[src/mul_types_pkg.sv]
package mul_types_pkg;

    // Operand width used when the top level is not overridden.
    localparam int DEFAULT_WIDTH = 16;

    // How the two operands are read.
    // Unsigned takes the raw bits.
    // Signed reads them as two's complement.
    typedef enum logic {
        MODE_UNSIGNED = 1'b0,
        MODE_SIGNED   = 1'b1
    } op_mode_t;

endpackage

[src/mul_ctrl_pkg.sv]
package mul_ctrl_pkg;

    // Controller states.
    // IDLE waits for start, LOAD waits for in_valid.
    // CALC runs the shift-add steps until done.
    typedef enum logic [2:0] {
        IDLE = 3'd0,
        LOAD = 3'd1,
        CALC = 3'd2
    } ctrl_state_t;

endpackage

[src/operand_conditioner.sv]
`timescale 1ns/10ps

module operand_conditioner #(
    parameter int WIDTH = 16
) (
    input  logic                    clk,
    input  logic                    rst,
    input  logic                    load,
    input  mul_types_pkg::op_mode_t mode,
    input  logic [WIDTH-1:0]        a,
    input  logic [WIDTH-1:0]        b,
    output logic [WIDTH-1:0]        mag_a,
    output logic [WIDTH-1:0]        mag_b,
    output logic                    neg
);

    import mul_types_pkg::*;

    logic             signed_mode;
    logic [WIDTH-1:0] abs_a;
    logic [WIDTH-1:0] abs_b;

    assign signed_mode = (mode == MODE_SIGNED);

    // Magnitudes of the operands.
    // The most negative value maps to 2**(WIDTH-1), which still fits unsigned.
    assign abs_a = (signed_mode && a[WIDTH-1]) ? (~a + 1'b1) : a;
    assign abs_b = (signed_mode && b[WIDTH-1]) ? (~b + 1'b1) : b;

    // Capture on load, then hold for the whole calculation.
    always_ff @(posedge clk or posedge rst) begin
        if (rst) begin
            mag_a <= '0;
            mag_b <= '0;
            neg   <= 1'b0;
        end else if (load) begin
            mag_a <= abs_a;
            mag_b <= abs_b;
            // Result is negative only when exactly one operand is.
            neg   <= signed_mode & (a[WIDTH-1] ^ b[WIDTH-1]);
        end
    end

endmodule

[src/control_unit.sv]
`timescale 1ns/10ps

module control_unit (
    input  logic clk,
    input  logic rst,
    input  logic start,
    input  logic in_valid,
    input  logic done,
    output logic load,
    output logic processing,
    output logic calc
);

    import mul_ctrl_pkg::*;

    ctrl_state_t state;
    ctrl_state_t next_state;

    // State register.
    always_ff @(posedge clk or posedge rst) begin
        if (rst) begin
            state <= IDLE;
        end else begin
            state <= next_state;
        end
    end

    // Next state and outputs.
    always_comb begin
        // Defaults keep everything quiet and the state unchanged.
        next_state = state;
        load       = 1'b0;
        calc       = 1'b0;
        processing = 1'b0;

        case (state)
            IDLE: begin
                // Start is only looked at here, so a start while busy is lost.
                if (start) begin
                    next_state = LOAD;
                end
            end

            LOAD: begin
                // Mealy output, load follows in_valid directly.
                if (in_valid) begin
                    load       = 1'b1;
                    next_state = CALC;
                end else begin
                    // No operands, abandon the request.
                    next_state = IDLE;
                end
            end

            CALC: begin
                // Calc stays high in the last step too.
                // The datapath needs it to form done.
                calc       = 1'b1;
                processing = 1'b1;
                if (done) begin
                    next_state = IDLE;
                end
            end

            default: begin
                next_state = IDLE;
            end
        endcase
    end

endmodule

[src/shift_add_multiplier.sv]
`timescale 1ns/10ps

module shift_add_multiplier #(
    parameter int WIDTH = 16
) (
    input  logic                 clk,
    input  logic                 rst,
    input  logic                 load,
    input  logic                 calc,
    input  logic [WIDTH-1:0]     mag_a,
    input  logic [WIDTH-1:0]     mag_b,
    output logic [2*WIDTH-1:0]   product,
    output logic                 done
);

    // Step counter is wide enough to reach WIDTH-1.
    localparam int CNT_W = (WIDTH > 1) ? $clog2(WIDTH) : 1;
    localparam logic [CNT_W-1:0] LAST_STEP = CNT_W'(WIDTH - 1);

    logic [2*WIDTH-1:0] acc;
    logic [2*WIDTH-1:0] addend;
    logic [2*WIDTH-1:0] acc_next;
    logic [CNT_W-1:0]   cnt;

    // Partial product for this step.
    // mag_a is shifted to the weight of the current multiplier bit.
    always_comb begin
        if (calc && mag_b[cnt]) begin
            addend = {{WIDTH{1'b0}}, mag_a} << cnt;
        end else begin
            addend = '0;
        end
    end

    assign acc_next = acc + addend;

    // Output already includes this cycle's add.
    // The full product is therefore ready while done is high.
    assign product = acc_next;
    assign done    = calc && (cnt == LAST_STEP);

    // Accumulator and step counter.
    always_ff @(posedge clk or posedge rst) begin
        if (rst) begin
            acc <= '0;
            cnt <= '0;
        end else if (load) begin
            acc <= '0;
            cnt <= '0;
        end else if (calc) begin
            acc <= acc_next;
            cnt <= cnt + 1'b1;
        end
    end

endmodule

[src/result_stage.sv]
`timescale 1ns/10ps

module result_stage #(
    parameter int WIDTH = 16
) (
    input  logic                 clk,
    input  logic                 rst,
    input  logic                 done,
    input  logic                 neg,
    input  logic [2*WIDTH-1:0]   product,
    output logic [2*WIDTH-1:0]   result,
    output logic                 result_valid
);

    logic [2*WIDTH-1:0] signed_product;

    // Put the sign back on the unsigned product.
    assign signed_product = neg ? (~product + 1'b1) : product;

    // Strobe for one cycle after done.
    always_ff @(posedge clk or posedge rst) begin
        if (rst) begin
            result_valid <= 1'b0;
        end else begin
            result_valid <= done;
        end
    end

    // Result holds until the next operation finishes.
    always_ff @(posedge clk or posedge rst) begin
        if (rst) begin
            result <= '0;
        end else if (done) begin
            result <= signed_product;
        end
    end

endmodule

[src/mul_top.sv]
`timescale 1ns/10ps

module mul_top #(
    parameter int WIDTH = mul_types_pkg::DEFAULT_WIDTH
) (
    input  logic                    clk,
    input  logic                    rst,
    input  logic                    start,
    input  logic                    in_valid,
    input  mul_types_pkg::op_mode_t mode,
    input  logic [WIDTH-1:0]        a,
    input  logic [WIDTH-1:0]        b,
    output logic                    busy,
    output logic [2*WIDTH-1:0]      result,
    output logic                    result_valid
);

    // Controller strobes.
    logic load;
    logic calc;
    logic processing;

    // Conditioned operands and sign.
    logic [WIDTH-1:0]   mag_a;
    logic [WIDTH-1:0]   mag_b;
    logic               neg;

    // Datapath outputs.
    logic [2*WIDTH-1:0] product;
    logic               done;

    // Busy covers the whole calculation.
    assign busy = processing;

    // Input side.
    operand_conditioner #(
        .WIDTH (WIDTH)
    ) u_cond (
        .clk   (clk),
        .rst   (rst),
        .load  (load),
        .mode  (mode),
        .a     (a),
        .b     (b),
        .mag_a (mag_a),
        .mag_b (mag_b),
        .neg   (neg)
    );

    // Sequencing.
    control_unit u_ctrl (
        .clk        (clk),
        .rst        (rst),
        .start      (start),
        .in_valid   (in_valid),
        .done       (done),
        .load       (load),
        .processing (processing),
        .calc       (calc)
    );

    // One shift-add step per calc cycle.
    shift_add_multiplier #(
        .WIDTH (WIDTH)
    ) u_mult (
        .clk     (clk),
        .rst     (rst),
        .load    (load),
        .calc    (calc),
        .mag_a   (mag_a),
        .mag_b   (mag_b),
        .product (product),
        .done    (done)
    );

    // Output side.
    result_stage #(
        .WIDTH (WIDTH)
    ) u_res (
        .clk          (clk),
        .rst          (rst),
        .done         (done),
        .neg          (neg),
        .product      (product),
        .result       (result),
        .result_valid (result_valid)
    );

endmodule

[config.mk]
export PLATFORM = sky130hd
export DESIGN_NAME = mul_top
export DESIGN_NICKNAME = d
export VERILOG_FILES = /design/src/mul_types_pkg.sv /design/src/mul_ctrl_pkg.sv /design/src/operand_conditioner.sv /design/src/control_unit.sv /design/src/shift_add_multiplier.sv /design/src/result_stage.sv /design/src/mul_top.sv
export SDC_FILE = /design/constraint.sdc
export NUM_CORES = 1
export LEC_CHECK = 0
export BUFFER_PORTS_ARGS = -buffer_cell sky130_fd_sc_hd__buf_2
export CELL_PAD_IN_SITES_DETAIL_PLACEMENT = 1
export CELL_PAD_IN_SITES_GLOBAL_PLACEMENT = 1
export CORE_MARGIN = 2
export CORE_UTILIZATION = 51
export CTS_BUF_LIST = sky130_fd_sc_hd__clkbuf_2
export CTS_CLUSTER_DIAMETER = 120
export DETAILED_ROUTE_END_ITERATION = 6
export PLACE_DENSITY = 0.87
export SLEW_MARGIN = 20
export SYNTH_ARGS = -nofsm -noshare
export SYNTH_HDL_FRONTEND = slang
export SYNTH_SLANG_ARGS = --single-unit
[constraint.sdc]
create_clock -name clk -period 9.2 [get_ports clk]
set_input_delay 1.38 -clock clk [delete_from_list [all_inputs] [get_ports clk]]
set_output_delay 1.38 -clock clk [all_outputs]
set_load 0.01 [all_outputs]
* Yosys cells after proc, flatten, opt, wreduce, memory -nomap -nowiden
Index checks and enable logic that the tools add are counted.
** Cells by class
- Reduce and logical (&&, ||, !) cells :: 7
- Multiplexer cells :: 17
- Shift-type cells :: 1
- Equal/unequal tests :: 5
- Bitwise gates (word level) :: 5
- Magnitude comparators :: 1
- Add/sub/neg operators :: 5
** Operators by type and width (number)
- 2-to-1 mux 32 bit :: 4
- adder 16 x 1 -> 16 bit, second input constant :: 2
- adder 32 x 1 -> 32 bit, second input constant :: 1
- adder 32 bit :: 1
- 2-to-1 mux 16 bit :: 2
- inverter 16 bit :: 2
- inverter 32 bit :: 1
- << shifter 16 x 4 -> 32 bit :: 1
- case mux 3 bit (3 select lines) :: 1
- 2-to-1 mux 4 bit :: 2
- 2-to-1 mux 3 bit :: 2
- less-than comparator 4 x 5 -> 1 bit, second input constant :: 1
- adder 4 x 1 -> 4 bit, second input constant :: 1
- binary-select mux 1 bit (select 4 bit) :: 1
- == test 4 bit, second input constant :: 1
- logical AND 1 bit :: 4
- 2-to-1 mux 1 bit :: 4
- == test 3 x 1 -> 1 bit, second input constant :: 1
- == test 3 x 2 -> 1 bit, second input constant :: 1
- zero test 3 bit :: 1
- 2-to-1 mux 2 bit :: 1
- inequality test 2 x 1 -> 1 bit, second input constant :: 1
- inequality test 2 bit, second input constant :: 1
- AND reduction 2 bit :: 1
- other kinds (3) :: 3
** Storage, ports and cells
- Output and inout port bits :: 34
- Register bits :: 105
- Word-level logic and storage cells :: 49

* Logic depth before layout (Yosys ltp)
Gate-level depths: netlist of the first run.
- Word-level depth :: 8
- Gate-level depth with buffers :: 21

* By module
A second synthesis of the first run with hierarchy kept.
** Second synthesis, totals
- Cell total of the unflattened synthesis :: 1047
- Area, all modules :: 8838.5 µm²
** Modules (own cells, without submodules)
- shift_add_multiplier :: sequential area each 900.9 µm², area an instance 4621.9 µm², cells an instance 556, times used 1
- result_stage :: sequential area each 825.8 µm², area an instance 2214.6 µm², cells an instance 274, times used 1
- operand_conditioner :: sequential area each 825.8 µm², area an instance 1899.3 µm², cells an instance 207, times used 1
- control_unit :: sequential area each 50.0 µm², area an instance 102.6 µm², cells an instance 10, times used 1

* Worst setup path before layout of the first run
Ideal clock, no wire load.
- Path kind :: register to register
- From :: register u_mult.cnt[0]
- To :: register u_res.result[31]
- Clock period less this slack :: 5049 ps
- Cell stages (with the launch flop) :: 21
- Library setup time :: 76 ps
- Slack :: 4151 ps
- Arrival :: 4972 ps
- Cell sequence :: dfrtp_1 > clkbuf_1 > mux4_2 > a21boi_0 > o21ai_0 > nand3_1 > or2_2 > clkbuf_1 > nor2_1 > ha_1 > fa_1 > a211oi_2 > nor2_1 > xor2_1 > or3_1 > or3_4 > nor3_4 > nand4_4 > o41ai_2 > xor3_1 > o21ai_1
** Between the ends
- Cells in the longest elaborated chain, start to end :: 8
- Elaborated cells on any way between the ends :: 11
- Classes of those cells :: 2 x add/sub; 1 x eq/ne; 1 x shift; 4 x mux; 1 x bitwise; 2 x reduce/logical
** RTL lines
- start, declared :: RTL line shift_add_multiplier.sv:23 : logic [CNT_W-1:0] cnt;
- start signal, assigned :: RTL line shift_add_multiplier.sv:52 : cnt <= cnt + 1'b1;
- binary-select mux 1 bit (select 4 bit) :: RTL line shift_add_multiplier.sv:28 : if (calc && mag_b[cnt]) begin
- 2-to-1 mux 1 bit (implied by the code) :: RTL line shift_add_multiplier.sv:28
- logical AND 1 bit :: RTL line shift_add_multiplier.sv:28
- 2-to-1 mux 32 bit :: RTL line shift_add_multiplier.sv:28
- adder 32 bit :: RTL line shift_add_multiplier.sv:35 : assign acc_next = acc + addend;
- inverter 32 bit :: RTL line result_stage.sv:18 : assign signed_product = neg ? (~product + 1'b1) : product;
- adder 32 x 1 -> 32 bit :: RTL line result_stage.sv:18
- 2-to-1 mux 32 bit :: RTL line result_stage.sv:18
- end signal, assigned :: RTL line result_stage.sv:34 : result <= signed_product;
- end, declared :: RTL line result_stage.sv:11 : output logic [2*WIDTH-1:0] result,
Parallel ways exist; a longest one is shown, timed or not. The select of a mux whose other input is x is not followed.
A chain may end at the register's enable or synchronous reset.

* Worst setup path in the final report of the first run
- From :: register u_mult.cnt[3]
- To :: register u_res.result[31]
Same word-level chain as after synthesis.

==> results by stage, run 1 <==
Route:
- The via count is 7410.
- The remaining antenna violation count after routing is 0.
- Summed over all layers, the routed wires come to between 20 and 25 mm.
- Before antenna repair, the detailed router went through 4 iterations.
- In the routed design, unresolved DRC markers number 0.
- Dividing the detail-routed via count by the number of cells gives approximately 5.9.
- After detailed routing, the average wire length per cell comes to roughly 18 um.
- The starting DRC count in detailed routing is 256.

Synth:
- The biggest area consumer among synthesized cells is sky130_fd_sc_hd__dfrtp_1.
- Counting distinct cell types in the post-synthesis netlist gives a little over 80.
- By count the netlist is led by 157 x sky130_fd_sc_hd__nand2_1, 121 x sky130_fd_sc_hd__o21ai_0, 104 x sky130_fd_sc_hd__dfrtp_1.
- After synthesis the cells add up to between 8000 and 9000 um2.
- The area fraction in and, or, nand and nor cells after synthesis is a little over a fifth.
- The cell with the most instances after synthesis is sky130_fd_sc_hd__nand2_1.
- By area, the combinational part of the netlist is dominated by compound AO/OA/AOI/OAI gates.
- The sequential area share after synthesis is 31.8%.
- The number of flops mapped to enable cells by yosys is 0.
- Of the post-synthesis cell area, the dominant cell type holds 31.8%.
- Summing the areas of all compound-gate instances in the mapped netlist gives 21.5% of the synthesized area.
- The post-synthesis adder-cell area fraction is 5.59%.
- The post-synthesis xor/xnor area fraction is 8.31%.
- The post-synthesis sequential element count is between 100 and 150.
- The leading register cell type out of synthesis is sky130_fd_sc_hd__dfrtp_1.
- The post-synthesis cell count is between 1000 and 1500.
- Counting every net in the synthesized netlist gives 1079.
- The number of warnings issued by yosys is 0.
- The synthesized area divided by synthesized cell count is 8.15 um2.
- The mux cell area share after synthesis is under 10%.
- Yosys attributes the largest share of cell area to sky130_fd_sc_hd__dfrtp_1 32%, sky130_fd_sc_hd__o21ai_0 7.4%, sky130_fd_sc_hd__nand2_1 7.2%.
- The proportion of register bits with asynchronous set or reset after synthesis is 100%.

Layout:
- The number of nets in the layout is between 1000 and 1500.
- The share of layout cells above drive strength 1 is between 10% and 20%.
- The multi-input combinational cells in the finished layout cover a total of between 5000 and 6000 um2.
- From synthesis to final layout, the design area changed by 6.40%.
- The number of fillers in the final layout is around 2000.
- The sequential cells in the finished layout cover a total of roughly 2600 um2.

Critical path:
- STA puts the critical path data required time at between 9 and 10 ns.
- The worst register-to-register path ends at u_res.result[31]$_DFFE_PP0P_.
- The flop-to-flop setup slack is about 3.2 ns.
- The number of buffers and inverters on the critical path is 0.
- The cell seen most often among critical-path stages is sky130_fd_sc_hd__o21ai_0.
- The family with the most delay on the worst path is compound AO/OA/AOI/OAI gates.
- The launch point of the worst reg-to-reg path is u_mult.cnt[3]$_DFFE_PP0P_.
- The start-to-end type of the worst setup path is flop to flop.
- For this run, the slowest stage of the critical path takes ~1.1 ns.
- The signal on the critical path passes through a21boi_0 > o21ai_0 > nand3_1 > or2_2 > nor2_1 > ha_1 > a21o_1 > and4_2 > o21ai_0 > a31oi_1 > xnor2_1 > and4bb_1 > nand4_4 > o41ai_2 > xor3_1 > o21ai_1.
- The kind of end point of the critical path is a flop.
- The highest fanout seen on the critical path is 38.
- The startpoint class of the critical path is a flop.
- The worst endpoint data arrival time is between 6 and 7 ns.
- The cell depth of the worst flop-to-flop path is 16.
- For this design, the slowest cell found on the critical path is sky130_fd_sc_hd__dfrtp_1.

Floorplan:
- The height of the die is about 130 um.
- In this run the core area contains 46 standard-cell rows.
- The die extent in x is around 130 um.
- The floorplan step defined a die boundary enclosing between 15000 and 20000 um2.
- The I/O pin total is 71.
- The effective utilization at floorplan is 52.0%.
- The core region is roughly 16000 um2.

Clocking:
- The CTS sink count is around 100.
- TritonCTS built the clock tree.
- The later pin in the worst-skew pair is clocked with a latency of around 0.66 ns.
- The H-tree was split into 3 levels.
- The CTS root buffer is sky130_fd_sc_hd__clkbuf_2.
- The clock transition at the registers of the reported paths is 0.33 ns.
- After clock tree synthesis, the setup repair step added 0 buffers.
- Counting along the longest clock path gives a buffer depth of 2.
- The number of clock buffers added by TritonCTS is 9.
- The post-cts repair resize count is 0.
- The hold buffer count at cts is 0.

Placement:
- The global placer's final weighted congestion is about 0.95.
- The placed wire-length estimate after detailed placement is ~17 mm.
- The count of buffers added on input and output ports is 70.

GRT:
- The overall global routing resource usage is 26.7%.
- The maximum number of pins on one net before global-route repair is about 100.
- The sum of overflow across all layers after global routing is 0.
- The first global-routing pass estimated approximately 36 mm of wire.
- The number of global-route vias before repair came to between 7000 and 8000.
- The initial antenna violation count came to 1.

Job:
- The tool flagged a number of max-cap violations equal to 0.

Timing:
- The final hold violation count is 0.
- The total count of max-transition violations in the final report is 0.
- Setup repair after global routing left no endpoint under its margin.
- Of the available clock period, the critical path in the final layout requires about two thirds.
- The maximum clock rate is between 150 and 200 MHz.
- Setup violations remaining at the end of the flow were counted as 0.
- Measured against its own limit, the worst slew margin works out to about 32%.
- The time the final worst path needs with I/O delays and setup is 5.99 ns.
- The transition time of the tightest slew-check pin is approximately 1.0 ns.
- Across the routed clock network, the largest skew measured is approximately 0.045 ns.
- For the final routed database, the setup TNS stands at 0 ns.

Worst hold path:
- The tightest min-delay check is of the flop to flop type.
- Counting instances, the worst hold path has a depth of 1.
- The worst hold path begins at u_ctrl.state[0]$_DFFE_PP0P_.
- The capture endpoint of the worst hold path is u_ctrl.state[0]$_DFFE_PP0P_.

Power:
- The analysis attributes to cell leakage a power of around 3.8 nW.
- The internal cell power is between 1 and 1.5 mW.
- The final total power is approximately 2.4 mW.
- The worst-case IR drop observed on VDD is 0.102 mV.
- Net switching is slightly above 50% of the power.
- The share of total power dissipated in the clock network is under 10%.
- Dividing total power by cell area gives a power density of roughly 280 nW/um2.
- Combinational cells account for 61.1% of the total power.
- Sequential cells account for ~30% of the total power.
- In this run the power spent charging and discharging nets is between 1 and 1.5 mW.

Run status:
- The run finished with clean final reports.
-- how the worst max path moves through the flow --
stage / slack, ns / to / startpoint / depth (start not counted)
2_1_floorplan: 4.15 / u_res.result[31]$_DFFE_PP0P_ / u_mult.cnt[0]$_DFFE_PP0P_ / 20
3_3_place_gp: 3.50 / u_res.result[31]$_DFFE_PP0P_ / u_mult.cnt[0]$_DFFE_PP0P_ / 19
3_5_place_dp: 3.33 / u_res.result[31]$_DFFE_PP0P_ / u_mult.cnt[3]$_DFFE_PP0P_ / 16
4_1_cts: 3.24 / u_res.result[31]$_DFFE_PP0P_ / u_mult.cnt[3]$_DFFE_PP0P_ / 16
5_1_grt: 2.60 / u_res.result[31]$_DFFE_PP0P_ / u_mult.cnt[3]$_DFFE_PP0P_ / 16
6_report: 3.21 / u_res.result[31]$_DFFE_PP0P_ / u_mult.cnt[3]$_DFFE_PP0P_ / 16
-- metal layers --
metal | GRT usage, % | vias up | routed length, um
li1 | - | 3659 | -
met1 | 36.3 | 3587 | 10500
met2 | 45.3 | 139 | 10400
met3 | 3.62 | 25 | 794
met4 | 6.82 | 0 | 299
met5 | 0 | - | 0
-- cell type report --
class                           count  share of cell area (%)
Clock buffer                        9                   0.517
Antenna cell                        1                  0.0287
Inverter                           30                    1.32
Clock inverter                      7                   0.746
Timing Repair Buffer               76                    4.54
Tap cell                          216                    3.10
Sequential cell                   104                    29.9
Multi-Input combinational cell    810                    59.9
-- placed cells by master (no fill, tap or decap), types with 11 or more instances in the layout --
master / n
sky130_fd_sc_hd__nand3_1: 49
sky130_fd_sc_hd__a21oi_1: 51
sky130_fd_sc_hd__mux2i_1: 26
sky130_fd_sc_hd__a211oi_1: 16
sky130_fd_sc_hd__nand2_1: 157
sky130_fd_sc_hd__xor2_1: 33
sky130_fd_sc_hd__inv_1: 28
sky130_fd_sc_hd__a31oi_1: 15
sky130_fd_sc_hd__buf_2: 70
sky130_fd_sc_hd__dfrtp_1: 104
sky130_fd_sc_hd__nor2_1: 63
sky130_fd_sc_hd__xnor2_1: 42
sky130_fd_sc_hd__ha_1: 35
sky130_fd_sc_hd__o21ai_0: 121
sky130_fd_sc_hd__o31ai_1: 12
sky130_fd_sc_hd__mux2_2: 11
sky130_fd_sc_hd__nand4_1: 13
sky130_fd_sc_hd__nor3_1: 14
-- state kept, by name (all words and copies together) (netlist names) --
register and flops:
u_mult.acc 32, u_cond.mag_b 16, u_cond.mag_a 16, u_res.result 32
u_res.result_valid 1, u_ctrl.state 2, u_mult.cnt 4, u_cond.neg 1
-- per-stage QoR --
stage	cell area (um2)	hold slack [ns]	worst slack, ns	std cells	util, %
6_report	8720	0.498	3.21	1253	55.3
5_1_grt	8720	0.514	2.60	1253	55.3
4_1_cts	8720	0.495	3.24	1252	55.3
3_5_place_dp	8610	0.466	3.33	1236	54.6
3_3_place_gp	8610	0.436	3.50	1236	54.6
2_1_floorplan	8190	0.422	4.15	1006	-
-- kinds of logic after synthesis --
| kind of cell | after synthesis |
|---|---|
| compound gates | 287 |
| xor+xnor | 76 |
| fa+ha+maj | 36 |
| buf+inv | 92 |
| flops | 104 |
| mux | 45 |
| simple gates | 366 |
-- power by group through the flow --
| stage | Combinational, mW | Sequential [mW] | Clock [mW] |
|---|---|---|---|
| floorplan | 1.20 | 0.683 | 0 |
| global placement | 1.45 | 0.730 | 0 |
| detailed placement | 1.50 | 0.741 | 0 |
| CTS | 1.50 | 0.732 | 0.225 |
| global route | 1.67 | 0.754 | 0.240 |
| finish | 1.50 | 0.733 | 0.219 |
Power figures use the tool's default switching activity.
==> inputs of run 2 (changes only) <==
Settings changed: CORE_UTILIZATION 51 to 43, PLACE_DENSITY 0.87 to 0.78.
Clock period 9.2 ns to 5.14 ns, I/O delays scaled along.
==> results by stage, run 2 (synthesis results as in run 1) <==
Critical path:
- The highest fanout seen on the critical path was 8 (was 38).
- The number of buffers and inverters on the critical path is 0 (unchanged).
- The worst endpoint data arrival time is 5.53 ns (was 6.58 ns).
- The startpoint class of the critical path is a flop (unchanged).
- The cell seen most often among critical-path stages is sky130_fd_sc_hd__o21ai_1 (was sky130_fd_sc_hd__o21ai_0).
- The worst reg2reg path endpoint is u_res.result[31]$_DFFE_PP0P_ (unchanged).
- The capture point of the critical path is u_res.result[31]$_DFFE_PP0P_ (unchanged).
- Ordered list of cells on the worst path: mux4_2 > a21boi_2 > o21ai_1 > nand3_1 > or2_4 > nor2_1 > ha_1 > fa_2 > a211oi_4 > o21ai_2 > a21oi_4 > and3b_1 > a211oi_2 > xor2_1 > nand4_1 > o41ai_4 > xor3_1 > o21ai_1 (was a21boi_0 > o21ai_0 > nand3_1 > or2_2 > nor2_1 > ha_1 > a21o_1 > and4_2 > o21ai_0 > a31oi_1 > xnor2_1 > and4bb_1 > nand4_4 > o41ai_2 > xor3_1 > o21ai_1).
- The flop-to-flop setup slack is 0.24 ns (was 3.21 ns).
- The start-to-end type of the worst setup path is flop to flop (unchanged).
- The slowest cell on the critical path is sky130_fd_sc_hd__mux4_2 (was sky130_fd_sc_hd__dfrtp_1).
- The worst setup path startpoint is u_mult.cnt[0]$_DFFE_PP0P_ (was u_mult.cnt[3]$_DFFE_PP0P_).
- The launch point of the worst reg-to-reg path is u_mult.cnt[0]$_DFFE_PP0P_ (was u_mult.cnt[3]$_DFFE_PP0P_).
- The kind of end point of the critical path is a flop (unchanged).
- The cell depth of the worst flop-to-flop path came to 18 (was 16).
- The count of cell instances traversed by the critical path is 18 (was 16).
- The worst path required time is 5.77 ns (was 9.79 ns).
- The family with the most delay on the worst path was compound AO/OA/AOI/OAI gates (unchanged).
- The worst stage delay on the critical path is 0.52 ns (was 1.09 ns).

Route:
- The residual DRC count is 0 (unchanged).
- The via count was 7479 (was 7410).
- The remaining antenna violation count after routing came to 0 (unchanged).
- The total detailed-routing wirelength is 22.1 mm (was 22.0 mm).
- The routed via count divided by cell count is 5.77 (was 5.91).
- The number of detailed-routing iterations run before antenna repair came to 5 (was 4).
- The average wire per standard cell is 17.0 um (was 17.5 um).
- The starting DRC count in detailed routing is 392 (was 256).

Power:
- The sequential share of power is 27.2% (was 29.9%).
- The power share of the combinational group is 63.9% (was 61.1%).
- The final total power is 4.67 mW (was 2.45 mW).
- The total net switching power came to 2.30 mW (was 1.23 mW).
- The relative contribution of the clock network to total power is 8.9% (about the same).
- The power density over cell area came to 508 nW/um2 (was 281 nW/um2).
- The switching share of power is 49.2% (was 50.4%).
- The maximum ir drop on the vdd rail came to 0.189 mV (was 0.102 mV).
- The internal cell power came to 2.37 mW (was 1.21 mW).
- The leakage power was 4.03 nW (was 3.83 nW).

Run status:
- Result of the run: complete, no violations (unchanged).

Floorplan:
- The core region area is 18700 um2 (was 15800 um2).
- The effective utilization at floorplan is 43.8% (was 52.0%).
- The I/O pin total is 71 (unchanged).
- The row count came to 50 (was 46).
- The die extent in x is 142 um (was 131 um).
- The height of the die is 142 um (was 131 um).
- The die outline area was 20200 um2 (was 17100 um2).

Placement:
- The global placer's final weighted congestion is 0.881 (was 0.947).
- The cell area after placement came to 8760 um2 (was 8610 um2).
- The placed wire-length estimate after detailed placement came to 17.1 mm (was 17.0 mm).
- The number of input and output port buffers inserted is 70 (unchanged).

GRT:
- The maximum number of pins on one net before global-route repair is 104 (unchanged).
- The sum of overflow across all layers after global routing was 0 (unchanged).
- The global-route wire length before repair is 36.5 mm (was 36.4 mm).
- The number of global-route vias before repair is 7213 (was 7349).
- The initial antenna violation count is 1 (unchanged).
- The overall global routing resource usage is 22.3% (was 26.7%).

Clocking:
- The CTS root buffer is sky130_fd_sc_hd__clkbuf_2 (unchanged).
- The maximum buffer depth of the clock tree is 2 (unchanged).
- The number of CTS-inserted buffers is 9 (unchanged).
- The clock transition at the registers of the reported paths came to 0.36 ns (was 0.33 ns).
- The CTS sink count came to 104 (unchanged).
- The hold buffer count at cts was 0 (unchanged).
- The insertion delay of the later-clocked pin in the worst-skew pair is 0.69 ns (was 0.66 ns).
- The CTS H-tree depth is 3 (unchanged).
- The clock tree from TritonCTS was yes (unchanged).

Timing:
- The maximum clock rate is 204 MHz (was 167 MHz).
- The setup-violating endpoint count in the final report is 0 (unchanged).
- The fraction of the cycle the final worst path needs is 95.3% (was 65.1%).
- The time the final worst path needs with I/O delays and setup came to 4.90 ns (was 5.99 ns).
- The total count of max-transition violations in the final report is 0 (unchanged).
- The transition time of the tightest slew-check pin is 0.958 ns (was 1.01 ns).
- The post-route clock skew is 0.0606 ns (was 0.0452 ns).
- The relative max-transition margin is 36.1% (was 32.5%).
- The final hold violation count was 0 (unchanged).

Layout:
- The share of layout cells above drive strength 1 is 19.3% (was 13.3%).
- The final instance area is 9190 um2 (was 8720 um2).
- The number of nets in the layout is 1130 (was 1104).
- The number of fillers in the final layout is 2290 (was 2007).
- The relative area change from synthesis to final layout is 12.2% (was 6.40%).
- Most frequent cells in the layout: 157 x sky130_fd_sc_hd__nand2_1, 117 x sky130_fd_sc_hd__o21ai_0, 101 x sky130_fd_sc_hd__dfrtp_1 (was 157 x sky130_fd_sc_hd__nand2_1, 121 x sky130_fd_sc_hd__o21ai_0, 104 x sky130_fd_sc_hd__dfrtp_1).
- The commonest non-fill, non-tap cell in the layout is sky130_fd_sc_hd__nand2_1 (unchanged).
- Top flop regs: u_mult.acc (32), u_res.result (32) (unchanged).

Job:
- The reported max-cap violation count came to 0 (unchanged).

Worst hold path:
- The classification of the worst-slack hold path is primary input to asynchronous set/reset pin (was flop to flop).
## run 2: final cells by class
type / instances / area [um2] / share of cell area (%)
multi-input combinational: 810 / 5420 / 59.0
sequential: 104 / 2610 / 28.4
timing repair buffer: 102 / 618 / 6.72
tap: 234 / 293 / 3.19
inverter: 30 / 119 / 1.29
clock inverter: 7 / 85.1 / 0.926
clock buffer: 9 / 45.0 / 0.490
antenna: 1 / 2.50 / 0.0272
## run 2: worst min-delay path by stage
| stage | start | end | slack (ns) | cells past startpoint |
|---|---|---|---|---|
| after floorplan | u_ctrl.state[1]$_DFFE_PP0P_ | u_ctrl.state[0]$_DFFE_PP0P_ | 0.42 | 1 |
| after global placement | u_ctrl.state[0]$_DFFE_PP0P_ | u_ctrl.state[0]$_DFFE_PP0P_ | 0.44 | 1 |
| after detailed placement | u_res.result[15]$_DFFE_PP0P_ | u_res.result[15]$_DFFE_PP0P_ | 0.45 | 2 |
| after CTS | rst | u_mult.acc[1]$_DFFE_PP0P_ | 0.18 | 2 |
| after global routing | rst | u_mult.acc[1]$_DFFE_PP0P_ | 0.21 | 2 |
| final | rst | u_res.result[1]$_DFFE_PP0P_ | 0.18 | 2 |
## run 2: power by group through the flow
stage                     Combinational [mW]  Clock (mW)  Sequential (mW)
after floorplan                         2.14           0             1.22
after global placement                  2.72           0             1.28
after detailed placement                2.79           0             1.29
after CTS                               2.80       0.427             1.28
after global routing                    3.32       0.454             1.31
final                                   2.99       0.417             1.27
## run 2: repair_timing
item                                    4_1_cts  5_1_grt
pin swaps                                     0       16
endpoints found under the setup margin        1       13
setup buffers                                 0       10
cloned                                        0        0
resized for setup                             2       56
## run 2: stage by stage
| stage | cells | setup TNS, ns | util, % | worst slack, ns | hold slack [ns] |
|---|---|---|---|---|---|
| after detailed placement | 1270 | 0 | 46.8 | 0.0704 | 0.452 |
| after global placement | 1270 | 0 | 46.8 | 0.190 | 0.437 |
| final | 1297 | 0 | 49.1 | 0.242 | 0.177 |
| after CTS | 1286 | 0 | 47.6 | 0.0574 | 0.184 |
| after global routing | 1297 | -0.0520 | 49.1 | -0.0520 | 0.209 |
| after floorplan | 1006 | 0 | - | 0.0914 | 0.422 |
## run 2: routing by layer
metal  wire length [um]  share of wire [%]  global-route usage, %
met3                745                3.4                   1.95
met1              10800                 49                   31.9
met2              10300                 47                   36.5
met5                  0                  0                      0
met4                245                1.1                   5.37
